## config.mk

```make
export PLATFORM = sky130hd
export DESIGN_NAME = accel_tile
export DESIGN_NICKNAME = d
export VERILOG_FILES = /design/src/verilog/accel_net_pkg.sv /design/src/verilog/accel_map_pkg.sv /design/src/verilog/accel_cfg_regs.sv /design/src/verilog/accel_credit_counter.sv /design/src/verilog/accel_packet_issue.sv /design/src/verilog/accel_rx_fifo.sv /design/src/verilog/accel_tile.sv
export SDC_FILE = /design/constraint.sdc
export NUM_CORES = 1
export LEC_CHECK = 0
export BUFFER_PORTS_ARGS = -buffer_cell sky130_fd_sc_hd__buf_2
export CAP_MARGIN = 20
export CORE_AREA = 2 2 125 127
export CTS_BUF_LIST = sky130_fd_sc_hd__clkbuf_8
export DETAILED_ROUTE_END_ITERATION = 10
export DIE_AREA = 0 0 127 129
export PLACE_DENSITY = 0.82
export SYNTH_ARGS = -nofsm -noshare
export SYNTH_HDL_FRONTEND = slang
export SYNTH_HIERARCHICAL = 1
export SYNTH_SLANG_ARGS = --single-unit
export TNS_END_PERCENT = 50
```

## constraint.sdc

```tcl
create_clock -name clk_i -period 3.4 [get_ports clk_i]
set_input_delay 0.34 -clock clk_i [delete_from_list [all_inputs] [get_ports clk_i]]
set_output_delay 0.34 -clock clk_i [all_outputs]
set_load 0.01 [all_outputs]
```

## src/verilog/accel_net_pkg.sv

```systemverilog
`default_nettype none

package accel_net_pkg;

   // network address and data word sizes
   localparam int addr_width_lp = 12;
   localparam int data_width_lp = 32;

   // one mask bit per byte of the data word
   localparam int mask_width_lp = data_width_lp / 8;

   // mesh coordinate widths
   localparam int x_cord_width_lp = 4;
   localparam int y_cord_width_lp = 3;

   // packet opcodes
   // the tile itself only ever issues stores
   typedef enum logic [1:0]
   {
      net_op_load     = 2'b00,
      net_op_store    = 2'b01,
      net_op_reserved = 2'b10
   } net_op_e;

   // outgoing packet, destination first then return coordinates
   typedef struct packed
   {
      logic [addr_width_lp-1:0]   addr;
      logic [data_width_lp-1:0]   data;
      // byte enables for the store
      logic [mask_width_lp-1:0]   op_ex;
      net_op_e                    op;
      logic [y_cord_width_lp-1:0] y_cord;
      logic [x_cord_width_lp-1:0] x_cord;
      // where replies for this packet should go
      logic [y_cord_width_lp-1:0] src_y_cord;
      logic [x_cord_width_lp-1:0] src_x_cord;
   } net_packet_s;

   // remote write as it arrives over the link
   typedef struct packed
   {
      logic [addr_width_lp-1:0] addr;
      logic [data_width_lp-1:0] data;
      logic [mask_width_lp-1:0] mask;
   } rx_req_s;

endpackage

`default_nettype wire

```

## src/verilog/accel_map_pkg.sv

```systemverilog
`default_nettype none

package accel_map_pkg;

   // number of low address bits that select a tile register
   localparam int reg_sel_width_lp = 2;

   // decoded register map of the tile
   typedef enum logic [reg_sel_width_lp-1:0]
   {
      reg_out_addr = 2'd0,
      reg_out_dest = 2'd1,
      reg_forward  = 2'd2,
      reg_discard  = 2'd3
   } accel_reg_e;

   // destination is written as one {y, x} field in the data word
   localparam int dest_width_lp =
      accel_net_pkg::y_cord_width_lp + accel_net_pkg::x_cord_width_lp;

   // configuration applied to every outgoing packet
   typedef struct packed
   {
      logic [accel_net_pkg::addr_width_lp-1:0]   out_addr;
      logic [accel_net_pkg::y_cord_width_lp-1:0] dest_y;
      logic [accel_net_pkg::x_cord_width_lp-1:0] dest_x;
   } cfg_s;

   // receive queue sizing
   localparam int rx_fifo_els_lp     = 4;
   localparam int rx_ptr_width_lp    = $clog2(rx_fifo_els_lp);
   localparam int rx_count_width_lp  = $clog2(rx_fifo_els_lp + 1);

   // outstanding packet limit and the width of its counter
   localparam int max_out_credits_lp = 4;
   localparam int credit_width_lp    = 3;

endpackage

`default_nettype wire

```

## src/verilog/accel_cfg_regs.sv

```systemverilog
`default_nettype none

module accel_cfg_regs
(
   input  logic                   clk_i,
   input  logic                   rst_n_i,
   input  logic                   head_v_i,
   input  accel_net_pkg::rx_req_s head_req_i,
   output logic                   cfg_take_o,
   output accel_map_pkg::cfg_s    cfg_o
);

   accel_map_pkg::accel_reg_e sel;
   accel_map_pkg::cfg_s       cfg_r;
   logic                      addr_we;
   logic                      dest_we;

   // register select sits in the low address bits
   assign sel = accel_map_pkg::accel_reg_e'(
                   head_req_i.addr[accel_map_pkg::reg_sel_width_lp-1:0]);

   // write enables for the two configuration registers
   always_comb
   begin
      addr_we = 1'b0;
      dest_we = 1'b0;
      if (head_v_i)
      begin
         case (sel)
            accel_map_pkg::reg_out_addr: addr_we = 1'b1;
            accel_map_pkg::reg_out_dest: dest_we = 1'b1;
            default:                     ;
         endcase
      end
   end

   // config writes always complete in one cycle
   assign cfg_take_o = addr_we | dest_we;

   always_ff @(posedge clk_i or negedge rst_n_i)
   begin
      if (!rst_n_i)
         cfg_r <= '0;
      else
      begin
         if (addr_we)
            cfg_r.out_addr <= head_req_i.data[accel_net_pkg::addr_width_lp-1:0];
         // destination arrives packed as {y, x}
         if (dest_we)
            {cfg_r.dest_y, cfg_r.dest_x} <=
               head_req_i.data[accel_map_pkg::dest_width_lp-1:0];
      end
   end

   assign cfg_o = cfg_r;

endmodule

`default_nettype wire

```

## src/verilog/accel_credit_counter.sv

```systemverilog
`default_nettype none

module accel_credit_counter
(
   input  logic                                      clk_i,
   input  logic                                      rst_n_i,
   input  logic                                      sent_i,
   input  logic                                      credit_return_i,
   output logic [accel_map_pkg::credit_width_lp-1:0] credits_o
);

   logic [accel_map_pkg::credit_width_lp-1:0] credits_r;
   logic                                      at_max;
   logic                                      at_zero;

   // saturation limits
   assign at_max  = (credits_r == accel_map_pkg::credit_width_lp'(
                                     accel_map_pkg::max_out_credits_lp));
   assign at_zero = (credits_r == '0);

   // starts full, each sent packet borrows one credit
   always_ff @(posedge clk_i or negedge rst_n_i)
   begin
      if (!rst_n_i)
         credits_r <= accel_map_pkg::credit_width_lp'(
                         accel_map_pkg::max_out_credits_lp);
      else
      begin
         case ({sent_i, credit_return_i})
            // send only
            2'b10:
            begin
               if (!at_zero)
                  credits_r <= credits_r - 1'b1;
            end
            // return only, clamp at the limit
            2'b01:
            begin
               if (!at_max)
                  credits_r <= credits_r + 1'b1;
            end
            // both or neither leave the count alone
            default: credits_r <= credits_r;
         endcase
      end
   end

   // visible to the processor for fences
   assign credits_o = credits_r;

endmodule

`default_nettype wire

```

## src/verilog/accel_packet_issue.sv

```systemverilog
`default_nettype none

module accel_packet_issue
(
   input  logic                                       head_v_i,
   input  accel_net_pkg::rx_req_s                     head_req_i,
   input  accel_map_pkg::cfg_s                        cfg_i,
   input  logic                                       cfg_take_i,
   input  logic [accel_map_pkg::credit_width_lp-1:0]  credits_i,
   input  logic                                       out_ready_i,
   input  logic [accel_net_pkg::x_cord_width_lp-1:0]  my_x_i,
   input  logic [accel_net_pkg::y_cord_width_lp-1:0]  my_y_i,
   output logic                                       out_v_o,
   output accel_net_pkg::net_packet_s                 out_packet_o,
   output logic                                       sent_o,
   output logic                                       pop_o
);

   accel_map_pkg::accel_reg_e sel;
   logic                      fwd_head;
   logic                      discard_head;
   logic                      have_credit;

   // same decode as the config block, on the same head entry
   assign sel = accel_map_pkg::accel_reg_e'(
                   head_req_i.addr[accel_map_pkg::reg_sel_width_lp-1:0]);

   assign fwd_head     = head_v_i & (sel == accel_map_pkg::reg_forward);
   assign discard_head = head_v_i & (sel == accel_map_pkg::reg_discard);
   assign have_credit  = (credits_i != '0);

   // forward only while a credit is free
   // otherwise the entry waits at the head
   assign out_v_o = fwd_head & have_credit;

   // leaves the queue only once the link takes it
   assign sent_o = out_v_o & out_ready_i;

   // one pop for whichever consumer used the head this cycle
   // discard never waits, so address 3 cannot stall the queue
   assign pop_o = cfg_take_i | sent_o | discard_head;

   // packet fields come from config, head and tile position
   // stays steady under back-pressure since head and config hold
   always_comb
   begin
      out_packet_o.addr       = cfg_i.out_addr;
      out_packet_o.data       = head_req_i.data;
      // full word store
      out_packet_o.op_ex      = '1;
      out_packet_o.op         = accel_net_pkg::net_op_store;
      out_packet_o.y_cord     = cfg_i.dest_y;
      out_packet_o.x_cord     = cfg_i.dest_x;
      // replies come back to this tile
      out_packet_o.src_y_cord = my_y_i;
      out_packet_o.src_x_cord = my_x_i;
   end

endmodule

`default_nettype wire

```

## src/verilog/accel_rx_fifo.sv

```systemverilog
`default_nettype none

module accel_rx_fifo
(
   input  logic                   clk_i,
   input  logic                   rst_n_i,
   input  logic                   in_v_i,
   input  accel_net_pkg::rx_req_s in_req_i,
   output logic                   in_ready_o,
   input  logic                   pop_i,
   output logic                   head_v_o,
   output accel_net_pkg::rx_req_s head_req_o
);

   // entry storage, indexed by the two circular pointers
   accel_net_pkg::rx_req_s mem_r [accel_map_pkg::rx_fifo_els_lp];

   logic [accel_map_pkg::rx_ptr_width_lp-1:0]   wr_ptr_r;
   logic [accel_map_pkg::rx_ptr_width_lp-1:0]   rd_ptr_r;
   logic [accel_map_pkg::rx_count_width_lp-1:0] count_r;

   logic push;
   logic pop;
   logic wr_wrap;
   logic rd_wrap;

   // room left whenever the fill count is below the depth
   assign in_ready_o = (count_r != accel_map_pkg::rx_count_width_lp'(
                                      accel_map_pkg::rx_fifo_els_lp));
   assign head_v_o   = (count_r != '0);

   // oldest entry is always visible at the read pointer
   assign head_req_o = mem_r[rd_ptr_r];

   assign push = in_v_i & in_ready_o;
   // a pop on an empty queue is ignored
   assign pop  = pop_i & head_v_o;

   // pointers wrap at the last entry
   assign wr_wrap = (wr_ptr_r == accel_map_pkg::rx_ptr_width_lp'(
                                    accel_map_pkg::rx_fifo_els_lp - 1));
   assign rd_wrap = (rd_ptr_r == accel_map_pkg::rx_ptr_width_lp'(
                                    accel_map_pkg::rx_fifo_els_lp - 1));

   // payload storage written on accept
   always_ff @(posedge clk_i)
   begin
      if (push)
         mem_r[wr_ptr_r] <= in_req_i;
   end

   always_ff @(posedge clk_i or negedge rst_n_i)
   begin
      if (!rst_n_i)
      begin
         wr_ptr_r <= '0;
         rd_ptr_r <= '0;
         count_r  <= '0;
      end
      else
      begin
         if (push)
            wr_ptr_r <= wr_wrap ? '0 : wr_ptr_r + 1'b1;
         if (pop)
            rd_ptr_r <= rd_wrap ? '0 : rd_ptr_r + 1'b1;
         // fill count only moves when exactly one side fires
         case ({push, pop})
            2'b10:   count_r <= count_r + 1'b1;
            2'b01:   count_r <= count_r - 1'b1;
            default: count_r <= count_r;
         endcase
      end
   end

endmodule

`default_nettype wire

```

## src/verilog/accel_tile.sv

```systemverilog
`default_nettype none

module accel_tile
(
   input  logic                                      clk_i,
   input  logic                                      rst_n_i,

   // incoming remote writes
   input  logic                                      in_v_i,
   input  accel_net_pkg::rx_req_s                    in_req_i,
   output logic                                      in_ready_o,

   // outgoing store packets
   output logic                                      out_v_o,
   output accel_net_pkg::net_packet_s                out_packet_o,
   input  logic                                      out_ready_i,

   // one pulse per credit handed back by the network
   input  logic                                      link_credit_i,
   output logic [accel_map_pkg::credit_width_lp-1:0] out_credits_o,

   // position of this tile in the mesh
   input  logic [accel_net_pkg::x_cord_width_lp-1:0] my_x_i,
   input  logic [accel_net_pkg::y_cord_width_lp-1:0] my_y_i
);

   // queue head shared by the config and issue blocks
   logic                   head_v_lo;
   accel_net_pkg::rx_req_s head_req_lo;

   logic                   pop_lo;
   logic                   cfg_take_lo;
   accel_map_pkg::cfg_s    cfg_lo;
   logic                   sent_lo;

   // receive queue for remote writes
   accel_rx_fifo rx_fifo
   (
      .clk_i      (clk_i),
      .rst_n_i    (rst_n_i),
      .in_v_i     (in_v_i),
      .in_req_i   (in_req_i),
      .in_ready_o (in_ready_o),
      .pop_i      (pop_lo),
      .head_v_o   (head_v_lo),
      .head_req_o (head_req_lo)
   );

   // addresses 0 and 1 land here
   accel_cfg_regs cfg_regs
   (
      .clk_i      (clk_i),
      .rst_n_i    (rst_n_i),
      .head_v_i   (head_v_lo),
      .head_req_i (head_req_lo),
      .cfg_take_o (cfg_take_lo),
      .cfg_o      (cfg_lo)
   );

   // outstanding packet accounting
   accel_credit_counter credit_counter
   (
      .clk_i           (clk_i),
      .rst_n_i         (rst_n_i),
      .sent_i          (sent_lo),
      .credit_return_i (link_credit_i),
      .credits_o       (out_credits_o)
   );

   // addresses 2 and 3, plus the single pop back to the queue
   accel_packet_issue packet_issue
   (
      .head_v_i     (head_v_lo),
      .head_req_i   (head_req_lo),
      .cfg_i        (cfg_lo),
      .cfg_take_i   (cfg_take_lo),
      .credits_i    (out_credits_o),
      .out_ready_i  (out_ready_i),
      .my_x_i       (my_x_i),
      .my_y_i       (my_y_i),
      .out_v_o      (out_v_o),
      .out_packet_o (out_packet_o),
      .sent_o       (sent_lo),
      .pop_o        (pop_lo)
   );

endmodule

`default_nettype wire
```

# After elaboration in Yosys (flattened, before gate mapping)
# Memories as Yosys holds them, arrays and structs flattened.
# Index checks and enable logic that the tools add are counted.
# Widths: inputs -> output; s select.
[classes]
reduce_logical = 7
muxes = 12
n_bitwise = 9
addsub = 6
n_eq_ne = 13
[ops]
columns = ["operator", "n"]
rows = [
  ["$eq 2x2->1 const B", 6],
  ["$pmux 3 s2", 2],
  ["$add 3x1->3 const B", 2],
  ["$and 1x1->1", 6],
  ["$eq 2x1->1 const B", 3],
  ["$mux 1", 6],
  ["$mux 3", 2],
  ["$reduce_bool 3->1", 2],
  ["$sub 3x1->3 const B", 2],
  ["$add 2x1->2 const B", 2],
  ["$mux 2", 2],
  ["$ne 2x2->1 const B", 2],
  ["$reduce_bool 2->1", 2],
  ["$eq 3x3->1 const B", 1],
  ["$logic_not 3->1", 1],
  ["$ne 3x3->1 const B", 1],
  ["$or 1x1->1", 3],
  ["$reduce_and 3->1", 1],
  ["$logic_not 2->1", 1],
]
[word_totals]
elab_cells = 55
mem_bits_rw = 192
memories = 1
out_inout_bits = 69
regBits = 29
inputBits = 60
[memory_table]
columns = ["memory", "depth", "word_bits", "rd", "rd_clocked_by_memory_dff", "write_ports", "line", "rtl"]
rows = [
  ["rx_fifo.mem_r", 4, 48, 1, 0, 1, "accel_rx_fifo.sv:16", "accel_net_pkg::rx_req_s mem_r [accel_map_pkg::rx_fifo_els_lp];"],
]

# Longest topological paths before layout
# An unclocked memory read counts as a cell.
[logic_depth]
word_depth = 10
mapped_depth = 14
ltp_nobuf = 12

# By module
# Netlist, hierarchy kept.
[modules_own_cells]
columns = ["mod", "cells_per_inst", "instances", "area_each_um2", "seq_area_each_um2"]
rows = [
  ["accel_rx_fifo", 291, 1, 7358.3, 5940.7],
  ["accel_cfg_regs", 42, 1, 737.0, 475.5],
  ["accel_packet_issue", 73, 1, 539.3, 0.0],
  ["accel_credit_counter", 28, 1, 252.7, 76.3],
]

# Worst setup path before layout
# Ideal clock, no wire load.
[synth_timing]
path_type = "flip-flop to flip-flop"
start = "register rx_fifo/rd_ptr_r[0] in the netlist's numbering"
end = "register credit_counter.credits_r (netlist bit credit_counter/credits_o[1])"
arrival_time_ns = 2.952
setup_ns = 0.178
path_buffers = 2
synth_period_minus_slack_ns = 3.129
stages_incl_launch_ff = 10
t_required_ns = 3.222
setup_slack_ns = 0.271
cell_sequence = "dfrtp_1 -> buf_2 -> buf_2 -> mux4_2 -> nor4_1 -> inv_2 -> nand2_1 -> fa_1 -> o2bb2ai_1 -> a221oi_1"
[synth_rtl]
columns = ["element", "line", "rtl"]
rows = [
  ["start: declaration", "accel_rx_fifo.sv:19", "logic [accel_map_pkg::rx_ptr_width_lp-1:0] rd_ptr_r;"],
  ["start signal: assignment", "accel_rx_fifo.sv:65", "rd_ptr_r <= rd_wrap ? '0 : rd_ptr_r + 1'b1;"],
  ["end signal: assignment", "accel_credit_counter.sv:25", "credits_r <= accel_map_pkg::credit_width_lp'("],
  ["end signal: assignment", "accel_credit_counter.sv:34", "credits_r <= credits_r - 1'b1;"],
  ["end signal: assignment", "accel_credit_counter.sv:40", "credits_r <= credits_r + 1'b1;"],
  ["end: declaration", "accel_credit_counter.sv:12", "logic [accel_map_pkg::credit_width_lp-1:0] credits_r;"],
]

==> results by group <==
Status
  • Status: completed

STA
  • Setup TNS: 0 ns
  • Clock skew after layout: 0.00972 ns
  • Slew margin rel.: 34.1%
  • Number of setup violations in the final report: 0
  • Min cycle time layout: 2.72 ns
  • Part of the cycle the worst path needs: 79.9%
  • Final worst slack: 0.683 ns
  • Max frequency: 368 MHz
  • Slew at the pin closest to its max-slew limit: 0.988 ns
  • Fin. Hold Viols: 0
  • Final Slew Violations: 0
  • RSZ-0062 raised after global routing: false

Pwr
  • Static leakage: 2.78 nW
  • Final Total Pwr: 0.00701 W
  • Pwr dens: 929 nW/um^2
  • Worst vdd ir: 427 uV

Synthesis
  • Synth Area per Inst: 18.9 um^2
  • Syn Inst Count: 364
  • Syn. warnings: 6
  • Post-Syn Area: 6890 um^2

Global route
  • Tot GR Track Use: 14.7%
  • GRT overflow: 0
  • Initial antenna violation count: 1
  • First-pass GRT wire length: 17600 um
  • Vias in the first global route: 3324
  • Largest net degree at the start of global routing: 35

Run
  • Max_cap viols: 0

Finish
  • Non-filler cells, final: 612
  • P&R area growth vs syn: 9.48%
  • Share of cells above drive strength 1: 48.2%
  • Final core occ: 50.4%
  • Final Net Count: 478

Drt
  • TritonRoute pass-1 iters: 4
  • Wire per inst: 18.6 um
  • Via count: 3167
  • Detailed Route Iter0 Violations: 194
  • Post-DR vias/cell: 5.17
  • Post-Route WL: 11400 um
  • DRC: 0
  • Routed Antenna Nets: 0

Die
  • Total core area: 15000 um^2
  • Die width: 127 um
  • Initial core utilization: 46.0%
  • Core Rows: 45
  • Die Ht: 129 um
  • Die area: 16400 um^2
  • Boundary Pins: 129

Clock tree
  • CTS sink cnt: 165
  • CTS tree: yes
  • Post-CTS setup buffers: 0
  • Clock Tree Root: clkbuf_8
  • Clk_lat worst skew: 0.45 ns
  • Htree depth: 4
  • Total CTS buffers: 17
  • Hold-fix buffer count after cts: 1
  • Worst-path clk slew: 0.09 ns
  • Post-CTS Resized: 0
  • Max clock buf depth: 2

Place
  • Port bufs: 94
  • DP Worst Slack: 0.679 ns
  • Placed instance count: 578
  • DPL Wire Length: 7200 um
  • GP Congestion: 0.696

Min path
  • Worst hold start: in_req_i[13]
  • Hold path depth: 1
  • Hold Crit Endpoint: rx_fifo/mem_r[1][13]
  • Worst min path class: input port to flop

Setup path
  • Reg-to-reg endpoint: rx_fifo/count_r[2]
  • Setup crit start kind: flop
  • R2R Path Start: rx_fifo/rd_ptr_r[0]
  • Crit-path max cell delay: 0.62 ns
  • Req. time, crit path: 3.77 ns
  • Crit path kind: flop to flop
  • Crit-path leading delay family: multiplexers
  • CP Max Fanout: 6
  • Worst Setup End Kind: flop
  • Crit path cell chain: mux4_2 -> o41ai_2 -> nand2_1 -> inv_1 -> ha_1 -> inv_1 -> fa_1 -> xor2_1 -> nor2_1 -> xor2_1
  • Crit path buffers/inverters: 2
  • Critical path arrival: 3.09 ns
  • R2R Setup Slk: 0.68 ns
  • Worst path slowest cell: mux4_2
  • Reg2reg path depth: 10
sequential cells by signal (all words and copies together) (netlist names):
name,cells
rx_fifo/rd_ptr_r,2
rx_fifo/wr_ptr_r,2
cfg_regs/cfg_o,19
credit_counter/credits_o,3
rx_fifo/count_r,3
rx_fifo/mem_r,136
power by group:
part | switching (W) | internal [W] | leakage, nW | total, W
logic | 0.00132 | 0.00121 | 0.978 | 0.00253
registers | 0.000206 | 0.00276 | 1.58 | 0.00296
clock network | 0.000714 | 0.000807 | 0.216 | 0.00152
total | 0.00224 | 0.00477 | 2.78 | 0.00701
per-stage QoR:
| stage | instance area [um^2] | hold slack, ns |
|---|---|---|
| 2_1_floorplan | 6910 | 0.0444 |
| 3_3_place_gp | 7090 | 0.396 |
| 3_5_place_dp | 7090 | 0.414 |
| 4_1_cts | 7540 | 0.0677 |
| 5_1_grt | 7540 | 0.0642 |
| 6_report | 7540 | 0.102 |
how the worst max path moves through the flow:
stage | startpoint | to | depth (start not counted) | slack, ns
2_1_floorplan | rx_fifo/rd_ptr_r[0] | credit_counter/credits_o[1] | 9 | 0.30
3_5_place_dp | rx_fifo/rd_ptr_r[0] | rx_fifo/count_r[2] | 10 | 0.68
3_3_place_gp | rx_fifo/rd_ptr_r[0] | rx_fifo/count_r[2] | 10 | 0.74
6_report | rx_fifo/rd_ptr_r[0] | rx_fifo/count_r[2] | 10 | 0.68
5_1_grt | rx_fifo/rd_ptr_r[0] | rx_fifo/count_r[2] | 10 | 0.50
4_1_cts | rx_fifo/rd_ptr_r[0] | rx_fifo/count_r[2] | 10 | 0.67
cell type report:
| class | instances | area [um^2] |
|---|---|---|
| antenna | 1 | 2.50 |
| clock inverter | 15 | 203 |
| inverter | 10 | 37.5 |
| tap | 188 | 235 |
| sequential | 165 | 4810 |
| fill | 1233 | 7430 |
| timing repair buffer | 100 | 518 |
| multi-input combinational | 116 | 1500 |
| clock buffer | 17 | 234 |
per-layer routing:
| layer | vias to the layer above | global-route usage [%] | share of wire [%] |
|---|---|---|---|
| li1 | 1417 | - | - |
| met1 | 1634 | 16.5 | 41 |
| met2 | 95 | 25.8 | 52 |
| met3 | 21 | 4.37 | 5.2 |
| met4 | 0 | 6.85 | 1.9 |
| met5 | - | 0 | 0 |
layout by cell type (no fill, tap or decap), types with 3 or more instances in the layout:
| master | count |
|---|---|
| nor2_1 | 7 |
| buf_2 | 94 |
| conb_1 | 6 |
| mux4_2 | 34 |
| nor3_1 | 3 |
| dfrtp_1 | 26 |
| buf_4 | 5 |
| bufinv_16 | 4 |
| clkinvlp_4 | 3 |
| inv_1 | 10 |
| edfxtp_1 | 136 |
| mux2_2 | 21 |
| nand2_1 | 3 |
| and3_2 | 4 |
| clkbuf_8 | 17 |
| inv_6 | 3 |
| ha_1 | 6 |
worst reg2reg max path, stage by stage, from the launching register on:
cell,delay [ns]
dfrtp_2,0.41
mux4_2,0.62
o41ai_2,0.35
nand2_1,0.16
inv_1,0.09
ha_1,0.17
inv_1,0.06
fa_1,0.37
xor2_1,0.15
nor2_1,0.11
xor2_1,0.15
Note: power is estimated with default switching activity, not from simulation.
